File: config.mk
export PLATFORM = sky130hd
export DESIGN_NAME = mem_stage_top
export DESIGN_NICKNAME = d
export VERILOG_FILES = /design/src/rtl/mem_stage_pkg.sv /design/src/rtl/axi_lite_pkg.sv /design/src/rtl/store_align.sv /design/src/rtl/access_fsm.sv /design/src/rtl/latency_timer.sv /design/src/rtl/data_ram.sv /design/src/rtl/writeback_stage.sv /design/src/rtl/mem_stage_top.sv
export SDC_FILE = /design/constraint.sdc
export NUM_CORES = 2
export LEC_CHECK = 0
export BUFFER_PORTS_ARGS = -buffer_cell sky130_fd_sc_hd__buf_2
export CORE_MARGIN = 5
export CORE_UTILIZATION = 55
export DETAILED_ROUTE_END_ITERATION = 10
export GPL_TIMING_DRIVEN = 0
export PLACE_DENSITY = 0.71
export SYNTH_ARGS = -nofsm -noshare
export SYNTH_HDL_FRONTEND = slang
export SYNTH_HIERARCHICAL = 1
export SYNTH_SLANG_ARGS = --single-unit
export TNS_END_PERCENT = 50
File: constraint.sdc
create_clock -name clk -period 4.9 [get_ports clk]
set_input_delay 0.245 -clock clk [delete_from_list [all_inputs] [get_ports clk]]
set_output_delay 0.245 -clock clk [all_outputs]
set_load 0.005 [all_outputs]
File: src/rtl/mem_stage_pkg.sv
`default_nettype none

package mem_stage_pkg;

  ////////////////////
  // Pipeline data types
  ////////////////////

  // Data word or byte address
  typedef logic [31:0] word_t;

  // Architectural register number
  typedef logic [4:0] reg_idx_t;

  // One lane enable per byte of a word
  typedef logic [3:0] byte_en_t;

  ////////////////////
  // Memory op controls
  ////////////////////

  // One-hot load kind, zero when no load
  typedef logic [4:0] load_ctrl_t;

  localparam load_ctrl_t ld_lb  = 5'b00001;
  localparam load_ctrl_t ld_lh  = 5'b00010;
  localparam load_ctrl_t ld_lw  = 5'b00100;
  localparam load_ctrl_t ld_lbu = 5'b01000;
  localparam load_ctrl_t ld_lhu = 5'b10000;

  // One-hot store kind, zero when no store
  typedef logic [2:0] store_ctrl_t;

  localparam store_ctrl_t st_sb = 3'b001;
  localparam store_ctrl_t st_sh = 3'b010;
  localparam store_ctrl_t st_sw = 3'b100;

endpackage

`default_nettype wire

File: src/rtl/axi_lite_pkg.sv
`default_nettype none

package axi_lite_pkg;

  // Byte address on AW and AR
  typedef logic [31:0] axi_addr_t;

  // Data on W and R
  typedef logic [31:0] axi_data_t;

  // One strobe bit per W byte lane
  typedef logic [3:0] axi_strb_t;

  // B and R response code
  typedef logic [1:0] axi_resp_t;

  localparam axi_resp_t resp_okay = 2'b00;

endpackage

`default_nettype wire

File: src/rtl/store_align.sv
`timescale 1ns/10ps
`default_nettype none

module store_align (
  input  mem_stage_pkg::store_ctrl_t store_ctrl,
  input  mem_stage_pkg::word_t       alu_result,
  input  mem_stage_pkg::word_t       rs2_data,
  input  mem_stage_pkg::reg_idx_t    rs2,
  input  logic                       memwrite,
  input  logic                       wb_regwrite,
  input  mem_stage_pkg::reg_idx_t    wb_rd,
  input  mem_stage_pkg::word_t       wb_result,
  output mem_stage_pkg::byte_en_t    strb,
  output mem_stage_pkg::word_t       wdata
);

  logic [1:0]              off;
  logic                    fwd;
  mem_stage_pkg::word_t    store_data;
  mem_stage_pkg::byte_en_t base_strb;
  logic [7:0]              strb_dbl;
  logic [63:0]             data_dbl;

  // Byte offset inside the word
  assign off = alu_result[1:0];

  // Instruction ahead writes rs2 so take its result
  assign fwd        = memwrite && wb_regwrite && (wb_rd == rs2);
  assign store_data = fwd ? wb_result : rs2_data;

  // Lane pattern at offset zero
  always_comb begin
    case (store_ctrl)
      mem_stage_pkg::st_sb: base_strb = 4'b0001;
      mem_stage_pkg::st_sh: base_strb = 4'b0011;
      mem_stage_pkg::st_sw: base_strb = 4'b1111;
      default:              base_strb = 4'b0000;
    endcase
  end

  // Rotate strobe left by offset, so sh at 3 wraps to lane 0
  assign strb_dbl = {base_strb, base_strb} << off;
  assign strb     = strb_dbl[7:4];

  // Same rotation for the data, in whole bytes
  assign data_dbl = {store_data, store_data} << {off, 3'b000};
  assign wdata    = data_dbl[63:32];

endmodule

`default_nettype wire

File: src/rtl/access_fsm.sv
`timescale 1ns/10ps
`default_nettype none

module access_fsm (
  input  logic                    clk,
  input  logic                    reset,
  input  logic                    ex_valid,
  input  logic                    memread,
  input  logic                    memwrite,
  input  mem_stage_pkg::word_t    addr,
  input  mem_stage_pkg::word_t    wdata,
  input  mem_stage_pkg::byte_en_t wstrb,
  input  logic                    awready,
  input  logic                    wready,
  input  logic                    bvalid,
  input  axi_lite_pkg::axi_resp_t bresp,
  input  logic                    arready,
  input  logic                    rvalid,
  input  axi_lite_pkg::axi_data_t rdata,
  input  axi_lite_pkg::axi_resp_t rresp,
  output logic                    awvalid,
  output axi_lite_pkg::axi_addr_t awaddr,
  output logic                    wvalid,
  output axi_lite_pkg::axi_data_t wdata_out,
  output axi_lite_pkg::axi_strb_t wstrb_out,
  output logic                    bready,
  output logic                    arvalid,
  output axi_lite_pkg::axi_addr_t araddr,
  output logic                    rready,
  output logic                    stage_hold,
  output logic                    resp_done,
  output mem_stage_pkg::word_t    rdata_out
);

  typedef enum logic [1:0] {idle, write_addr, read_addr, wait_resp} fsm_state_t;

  fsm_state_t              state;
  fsm_state_t              state_nxt;
  logic                    mem_op;
  logic                    resp_err;
  mem_stage_pkg::word_t    addr_q;
  mem_stage_pkg::word_t    wdata_q;
  mem_stage_pkg::byte_en_t wstrb_q;

  // New load or store waiting in the stage
  assign mem_op = ex_valid && (memread || memwrite);

  ////////////////////
  // State machine
  ////////////////////

  always_comb begin
    state_nxt = state;
    case (state)
      idle: begin
        if (ex_valid && memwrite) begin
          state_nxt = write_addr;
        end else if (ex_valid && memread) begin
          state_nxt = read_addr;
        end
      end
      // AW and W go out together and are accepted together
      write_addr: if (awready && wready) state_nxt = wait_resp;
      read_addr:  if (arready) state_nxt = wait_resp;
      wait_resp:  if (bvalid || rvalid) state_nxt = idle;
      default:    state_nxt = idle;
    endcase
  end

  always_ff @(posedge clk) begin
    if (reset) begin
      state <= idle;
    end else begin
      state <= state_nxt;
    end
  end

  // Request payload held stable until its transfer
  always_ff @(posedge clk) begin
    if (state == idle && mem_op) begin
      addr_q  <= addr;
      wdata_q <= wdata;
      wstrb_q <= wstrb;
    end
  end

  ////////////////////
  // Channel outputs
  ////////////////////

  assign awvalid   = (state == write_addr);
  assign wvalid    = (state == write_addr);
  assign awaddr    = addr_q;
  assign wdata_out = wdata_q;
  assign wstrb_out = wstrb_q;
  assign arvalid   = (state == read_addr);
  assign araddr    = addr_q;

  // Both response channels ready while waiting
  assign bready = (state == wait_resp);
  assign rready = (state == wait_resp);

  // Response cycle, single outstanding access
  assign resp_done = (state == wait_resp) && (bvalid || rvalid);

  // Failed response hands back a zero word
  assign resp_err  = (bvalid && bresp != axi_lite_pkg::resp_okay) ||
                     (rvalid && rresp != axi_lite_pkg::resp_okay);
  assign rdata_out = resp_err ? '0 : rdata;

  // Hold from the first cycle until the response cycle
  assign stage_hold = ((state == idle) && mem_op) || ((state != idle) && !resp_done);

endmodule

`default_nettype wire

File: src/rtl/latency_timer.sv
`timescale 1ns/10ps
`default_nettype none

module latency_timer #(
  parameter int ram_latency = 2
) (
  input  logic clk,
  input  logic reset,
  input  logic start,
  output logic done
);

  localparam int cnt_w = $clog2(ram_latency + 1);

  logic [cnt_w-1:0] cnt;

  // Load on start, then count down to zero
  always_ff @(posedge clk) begin
    if (reset) begin
      cnt <= '0;
    end else if (start) begin
      cnt <= cnt_w'(ram_latency);
    end else if (cnt != '0) begin
      cnt <= cnt - 1'b1;
    end
  end

  // Last count lands ram_latency cycles after start
  assign done = (cnt == cnt_w'(1));

endmodule

`default_nettype wire

File: src/rtl/data_ram.sv
`timescale 1ns/10ps
`default_nettype none

module data_ram #(
  parameter int ram_words   = 64,
  parameter int ram_latency = 2
) (
  input  logic                    clk,
  input  logic                    reset,
  input  logic                    awvalid,
  output logic                    awready,
  input  axi_lite_pkg::axi_addr_t awaddr,
  input  logic                    wvalid,
  output logic                    wready,
  input  axi_lite_pkg::axi_data_t wdata,
  input  axi_lite_pkg::axi_strb_t wstrb,
  output logic                    bvalid,
  input  logic                    bready,
  output axi_lite_pkg::axi_resp_t bresp,
  input  logic                    arvalid,
  output logic                    arready,
  input  axi_lite_pkg::axi_addr_t araddr,
  output logic                    rvalid,
  input  logic                    rready,
  output axi_lite_pkg::axi_data_t rdata,
  output axi_lite_pkg::axi_resp_t rresp
);

  localparam int idx_w = $clog2(ram_words);

  typedef enum logic [1:0] {ram_idle, ram_busy, ram_resp} ram_state_t;

  ram_state_t              state;
  axi_lite_pkg::axi_data_t mem [ram_words];
  logic [idx_w-1:0]        idx_q;
  axi_lite_pkg::axi_data_t wdata_q;
  axi_lite_pkg::axi_strb_t wstrb_q;
  logic                    is_write_q;
  logic                    accept_wr;
  logic                    accept_rd;
  logic                    done;
  logic                    resp_valid;
  logic                    resp_taken;

  // Accept only when idle, writes first
  assign awready   = (state == ram_idle);
  assign wready    = (state == ram_idle);
  assign arready   = (state == ram_idle);
  assign accept_wr = (state == ram_idle) && awvalid && wvalid;
  assign accept_rd = (state == ram_idle) && arvalid && !accept_wr;

  // Response pacing
  latency_timer #(
    .ram_latency(ram_latency)
  ) u_timer (
    .clk  (clk),
    .reset(reset),
    .start(accept_wr || accept_rd),
    .done (done)
  );

  // Response shows up on done and stays until taken
  assign resp_valid = ((state == ram_busy) && done) || (state == ram_resp);
  assign bvalid     = resp_valid && is_write_q;
  assign rvalid     = resp_valid && !is_write_q;
  assign resp_taken = is_write_q ? bready : rready;
  assign bresp      = axi_lite_pkg::resp_okay;
  assign rresp      = axi_lite_pkg::resp_okay;

  // Word stays put until the next request
  assign rdata = mem[idx_q];

  always_ff @(posedge clk) begin
    if (reset) begin
      state <= ram_idle;
    end else begin
      case (state)
        ram_idle: if (accept_wr || accept_rd) state <= ram_busy;
        ram_busy: if (done) state <= resp_taken ? ram_idle : ram_resp;
        ram_resp: if (resp_taken) state <= ram_idle;
        default:  state <= ram_idle;
      endcase
    end
  end

  // Request latch, address wraps on depth
  always_ff @(posedge clk) begin
    if (accept_wr) begin
      idx_q      <= awaddr[idx_w+1:2];
      wdata_q    <= wdata;
      wstrb_q    <= wstrb;
      is_write_q <= 1'b1;
    end else if (accept_rd) begin
      idx_q      <= araddr[idx_w+1:2];
      is_write_q <= 1'b0;
    end
  end

  // Strobed write when the timer expires
  always_ff @(posedge clk) begin
    if (state == ram_busy && done && is_write_q) begin
      for (int i = 0; i < 4; i++) begin
        if (wstrb_q[i]) mem[idx_q][8*i +: 8] <= wdata_q[8*i +: 8];
      end
    end
  end

endmodule

`default_nettype wire

File: src/rtl/writeback_stage.sv
`timescale 1ns/10ps
`default_nettype none

module writeback_stage (
  input  logic                      clk,
  input  logic                      reset,
  input  logic                      ex_valid,
  input  logic                      stage_hold,
  input  logic                      resp_done,
  input  mem_stage_pkg::word_t      ex_alu_result,
  input  mem_stage_pkg::reg_idx_t   ex_rd,
  input  logic                      ex_regwrite,
  input  logic                      ex_memread,
  input  mem_stage_pkg::load_ctrl_t ex_load_ctrl,
  input  mem_stage_pkg::word_t      mem_rdata,
  output logic                      wb_valid,
  output logic                      wb_regwrite,
  output mem_stage_pkg::reg_idx_t   wb_rd,
  output mem_stage_pkg::word_t      wb_alu_result,
  output logic                      wb_memread,
  output mem_stage_pkg::word_t      wb_mem_result,
  output mem_stage_pkg::word_t      wb_result
);

  logic                      advance;
  mem_stage_pkg::word_t      rdata_q;
  logic [1:0]                off_q;
  mem_stage_pkg::load_ctrl_t load_ctrl_q;
  logic [63:0]               rdata_dbl;
  mem_stage_pkg::word_t      aligned;

  // Op completes with no hold, or on the memory response
  assign advance = (ex_valid && !stage_hold) || resp_done;

  ////////////////////
  // MEM/WB registers
  ////////////////////

  always_ff @(posedge clk) begin
    if (reset) begin
      wb_valid    <= 1'b0;
      wb_regwrite <= 1'b0;
      wb_memread  <= 1'b0;
    end else begin
      wb_valid <= advance;
      if (advance) begin
        wb_regwrite <= ex_regwrite;
        wb_memread  <= ex_memread;
      end
    end
  end

  always_ff @(posedge clk) begin
    if (advance) begin
      wb_rd         <= ex_rd;
      wb_alu_result <= ex_alu_result;
      rdata_q       <= mem_rdata;
      off_q         <= ex_alu_result[1:0];
      load_ctrl_q   <= ex_load_ctrl;
    end
  end

  ////////////////////
  // Load extension
  ////////////////////

  // Rotate addressed lanes back down to byte 0
  assign rdata_dbl = {rdata_q, rdata_q} >> {off_q, 3'b000};
  assign aligned   = rdata_dbl[31:0];

  always_comb begin
    case (load_ctrl_q)
      mem_stage_pkg::ld_lb:  wb_mem_result = {{24{aligned[7]}}, aligned[7:0]};
      mem_stage_pkg::ld_lh:  wb_mem_result = {{16{aligned[15]}}, aligned[15:0]};
      mem_stage_pkg::ld_lw:  wb_mem_result = aligned;
      mem_stage_pkg::ld_lbu: wb_mem_result = {24'h0, aligned[7:0]};
      mem_stage_pkg::ld_lhu: wb_mem_result = {16'h0, aligned[15:0]};
      default:               wb_mem_result = '0;
    endcase
  end

  // Value written back, also the forwarding source
  assign wb_result = wb_memread ? wb_mem_result : wb_alu_result;

endmodule

`default_nettype wire

File: src/rtl/mem_stage_top.sv
`timescale 1ns/10ps
`default_nettype none

module mem_stage_top #(
  parameter int ram_words   = 64,
  parameter int ram_latency = 2
) (
  input  logic                       clk,
  input  logic                       reset,
  input  logic                       ex_valid,
  input  mem_stage_pkg::word_t       ex_alu_result,
  input  mem_stage_pkg::word_t       ex_rs2_data,
  input  mem_stage_pkg::reg_idx_t    ex_rs2,
  input  mem_stage_pkg::reg_idx_t    ex_rd,
  input  logic                       ex_regwrite,
  input  logic                       ex_memread,
  input  logic                       ex_memwrite,
  input  mem_stage_pkg::store_ctrl_t ex_store_ctrl,
  input  mem_stage_pkg::load_ctrl_t  ex_load_ctrl,
  output logic                       stage_hold,
  output logic                       wb_valid,
  output logic                       wb_regwrite,
  output mem_stage_pkg::reg_idx_t    wb_rd,
  output mem_stage_pkg::word_t       wb_alu_result,
  output logic                       wb_memread,
  output mem_stage_pkg::word_t       wb_mem_result
);

  // Store path
  mem_stage_pkg::byte_en_t st_strb;
  mem_stage_pkg::word_t    st_wdata;
  mem_stage_pkg::word_t    wb_result;
  mem_stage_pkg::word_t    mem_rdata;
  logic                    resp_done;

  // AXI4-Lite between FSM and RAM
  logic                    awvalid, awready, wvalid, wready, bvalid, bready;
  logic                    arvalid, arready, rvalid, rready;
  axi_lite_pkg::axi_addr_t awaddr, araddr;
  axi_lite_pkg::axi_data_t wdata, rdata;
  axi_lite_pkg::axi_strb_t wstrb;
  axi_lite_pkg::axi_resp_t bresp, rresp;

  store_align u_store_align (
    .store_ctrl(ex_store_ctrl), .alu_result(ex_alu_result), .rs2_data(ex_rs2_data),
    .rs2(ex_rs2), .memwrite(ex_memwrite), .wb_regwrite(wb_regwrite), .wb_rd(wb_rd),
    .wb_result(wb_result), .strb(st_strb), .wdata(st_wdata)
  );

  access_fsm u_access_fsm (
    .clk(clk), .reset(reset), .ex_valid(ex_valid), .memread(ex_memread),
    .memwrite(ex_memwrite), .addr(ex_alu_result), .wdata(st_wdata), .wstrb(st_strb),
    .awready(awready), .wready(wready), .bvalid(bvalid), .bresp(bresp),
    .arready(arready), .rvalid(rvalid), .rdata(rdata), .rresp(rresp),
    .awvalid(awvalid), .awaddr(awaddr), .wvalid(wvalid), .wdata_out(wdata),
    .wstrb_out(wstrb), .bready(bready), .arvalid(arvalid), .araddr(araddr),
    .rready(rready), .stage_hold(stage_hold), .resp_done(resp_done), .rdata_out(mem_rdata)
  );

  data_ram #(
    .ram_words(ram_words), .ram_latency(ram_latency)
  ) u_data_ram (
    .clk(clk), .reset(reset), .awvalid(awvalid), .awready(awready), .awaddr(awaddr),
    .wvalid(wvalid), .wready(wready), .wdata(wdata), .wstrb(wstrb),
    .bvalid(bvalid), .bready(bready), .bresp(bresp),
    .arvalid(arvalid), .arready(arready), .araddr(araddr),
    .rvalid(rvalid), .rready(rready), .rdata(rdata), .rresp(rresp)
  );

  writeback_stage u_writeback (
    .clk(clk), .reset(reset), .ex_valid(ex_valid), .stage_hold(stage_hold),
    .resp_done(resp_done), .ex_alu_result(ex_alu_result), .ex_rd(ex_rd),
    .ex_regwrite(ex_regwrite), .ex_memread(ex_memread), .ex_load_ctrl(ex_load_ctrl),
    .mem_rdata(mem_rdata), .wb_valid(wb_valid), .wb_regwrite(wb_regwrite), .wb_rd(wb_rd),
    .wb_alu_result(wb_alu_result), .wb_memread(wb_memread),
    .wb_mem_result(wb_mem_result), .wb_result(wb_result)
  );

endmodule

`default_nettype wire

==> reports/qor.txt <==
Status: complete, but fails checks
Failing checks: max-capacitance violations, max-slew violations, negative setup slack
IO Pins: 161
Least-Margin Pin Slew: 1.741 ns
Period minus WS final: 5.275 ns
Relative slew margins: -16.50%
DRC Markers: 0
Starting DRT DRC Count: 10173
Worst setup margin: -0.3753 ns
Die area: 169400 um^2
WP data arrival: 6.01 ns
Detail Placement HPWL: 211600 um
Fin util: 63.85%
Cells after synthesis: 4569
Setup Skew: 0.04785 ns
Max-cap violations: 6
Global-route wire length before repair: 412900 um
Netlist Area Pre-Place: 88710 um^2
Vias in the first global route: 50502
Max VDD drop: 0.3987 mV
Clk buf depth: 3
Share of layout cells above drive strength 1: 25.06%
Synthesized area per cell: 19.42 um^2
Max Transition Viols Final: 64
GRT overflow: 0
Crit end category: register
Clock-pin slew on the worst setup and hold paths: 0.06 ns
Placement Cell Area: 94330 um^2
Vias/cell: 7.084
Final WL: 308900 um
Total track usage: 36.17%
Final nets: 5224
Number of fillers in the final layout: 10812
Final setup fails: 12
DRT antenna net count: 0
Crit Path Class: reg -> reg
Synthesis Warnings: 6
P_leak: 32.61 nW
CP required: 5.63 ns
Fin area: 102400 um^2
# clock sinks: 2222
Area Growth Syn to Fin: 15.45%
Worst-Skew Late Latency: 0.89 ns
Fmax: 0.1896 GHz
Worst-path maximum fanout: 10
Die Width: 411.6 um
Crit start category: register
Average wire per standard cell: 41.04 um
Core Footprint: 160400 um^2
Final GP Congestion: 1.014
Total number of vias: 53325
Row count: 147
Pwr dens: 572.5 nW/um^2
Worst Hold Class: in -> reg
Buffers on Ports: 160
Htree depth: 4
Cts bufs inserted: 215
Starting density of the core: 55.31%
Vert. Die Dim: 411.6 um
Clock Tree Root: clkbuf_16
CTS tree: built
Final hold vios: 0
Initial antenna violation count: 34
Drt pass-1 iters: 6
Fin crit share: 107.7%
Pin count of the biggest net entering global routing: 75
## cell type report
cell class              count  area (um^2)  area share [%]
well taps                2160         2703           2.639
clock buffers             259         5545           5.415
repair buffers            342         3872           3.781
multi-input cells        2015        20370           19.89
plain buffers             318         1775           1.734
inverters                  17        66.31         0.06475
flip-flops and latches   2222        66560           65.00
diodes                     52        130.1          0.1271
clock inverters           142         1384           1.351
## path summary, 6_finish.rpt
path / from / slack (ns) / depth (start not counted) / end
setup / recovery: register / -0.38 / 8 / u_writeback/rdata_q[22]$_DFFE_PP_
hold / removal: ex_rs2_data[24] / 0.06 / 4 / u_access_fsm/wdata_out[8]$_DFFE_PP_
setup reg to reg: register / -0.38 / 8 / u_writeback/rdata_q[22]$_DFFE_PP_
hold reg to reg: u_access_fsm/wdata_out[28]$_DFFE_PP_ / 0.40 / 0 / u_data_ram/wdata_q[28]$_DFFE_PN_
## layer usage
layer / GRT usage [%] / vias to the layer above / wire, um
met2: 51.76 / 5058 / 132500
met1: 46.34 / 27270 / 101400
li1: - / 19975 / -
met4: 21.20 / 24 / 22820
met3: 15.41 / 998 / 51580
met5: 2.098 / - / 633
## flip-flops by register name, indices dropped and copies added, names as in the netlist, 2 cells and up, named ones only
| register | count |
|---|---|
| u_access_fsm/araddr | 6 |
| u_access_fsm/state | 2 |
| u_access_fsm/wdata_out | 32 |
| u_access_fsm/wstrb_out | 4 |
| u_data_ram/idx_q | 6 |
| u_data_ram/mem | 2048 |
| u_data_ram/state | 2 |
| u_data_ram/u_timer/cnt | 2 |
| u_data_ram/wdata_q | 32 |
| u_data_ram/wstrb_q | 4 |
| u_writeback/load_ctrl_q | 5 |
| u_writeback/rdata_q | 32 |
| u_writeback/wb_alu_result | 32 |
| u_writeback/wb_rd | 5 |
## worst max-delay path, stage by stage (launching register included)
cell and delay (ns):
dfxtp_1 0.30, clkbuf_1 0.56, buf_2 0.44, nand2b_1 0.74
clkbuf_2 0.75, o221ai_1 0.44, o22ai_1 1.17, and3_1 0.47
and3_1 0.21
## metrics by stage
step | TNS (ns) | std cells | setup WS, ns | power [W] | hold WS, ns
3_5_place_dp | -0.3031 | 6975 | -0.1205 | 0.04106 | 0.4055
3_3_place_gp | -2.424 | 6892 | -0.4492 | 0.04075 | 0.4003
6_report | -2.373 | 7527 | -0.3753 | 0.05863 | 0.05626
2_1_floorplan | 0 | 4572 | 1.755 | 0.03180 | 0.3171
4_1_cts | 0 | 7471 | 0.1402 | 0.05730 | 0.01222
5_1_grt | -0.2042 | 7515 | -0.1257 | 0.05918 | 0.01187
## cells in the final DEF, fill, tap and decap left out, types with 14 or more instances in the layout
master,count
a21oi_1,22
buf_6,29
mux2_2,68
o22ai_1,94
and2_1,23
buf_4,61
clkinv_2,43
o221ai_1,45
clkbuf_1,167
a311oi_1,15
o21ai_0,51
edfxtp_1,2206
nand2_1,203
nand4_1,35
a31oi_1,25
buf_16,62
mux2i_1,105
inv_1,14
dlygate4sd3_1,95
and3_1,55
o211ai_1,15
dfxtp_1,16
mux4_2,468
buf_2,245
nor2_1,332
diode_2,52
nand3_1,97
a221oi_2,26
bufinv_16,19
a22oi_1,52
nand2b_1,23
o32ai_1,22
clkinv_1,53
nor2b_1,72
a211oi_1,42
clkbuf_16,215
## where the power goes
group	internal, W	switching [W]	total, W
Clock	0.00912	0.00729	0.0164
Combinational	0.00641	0.0142	0.0206
Sequential	0.0214	0.000241	0.0216
## repair_timing
item / CTS / global route
hold buffers: 95 / 0
resized for setup: 1 / 0
setup endpoints to repair: 3 / 0
hold endpoints to repair: 100 / 0
setup buffers: 0 / 0
No activity file was read; power rests on OpenSTA's default activity.
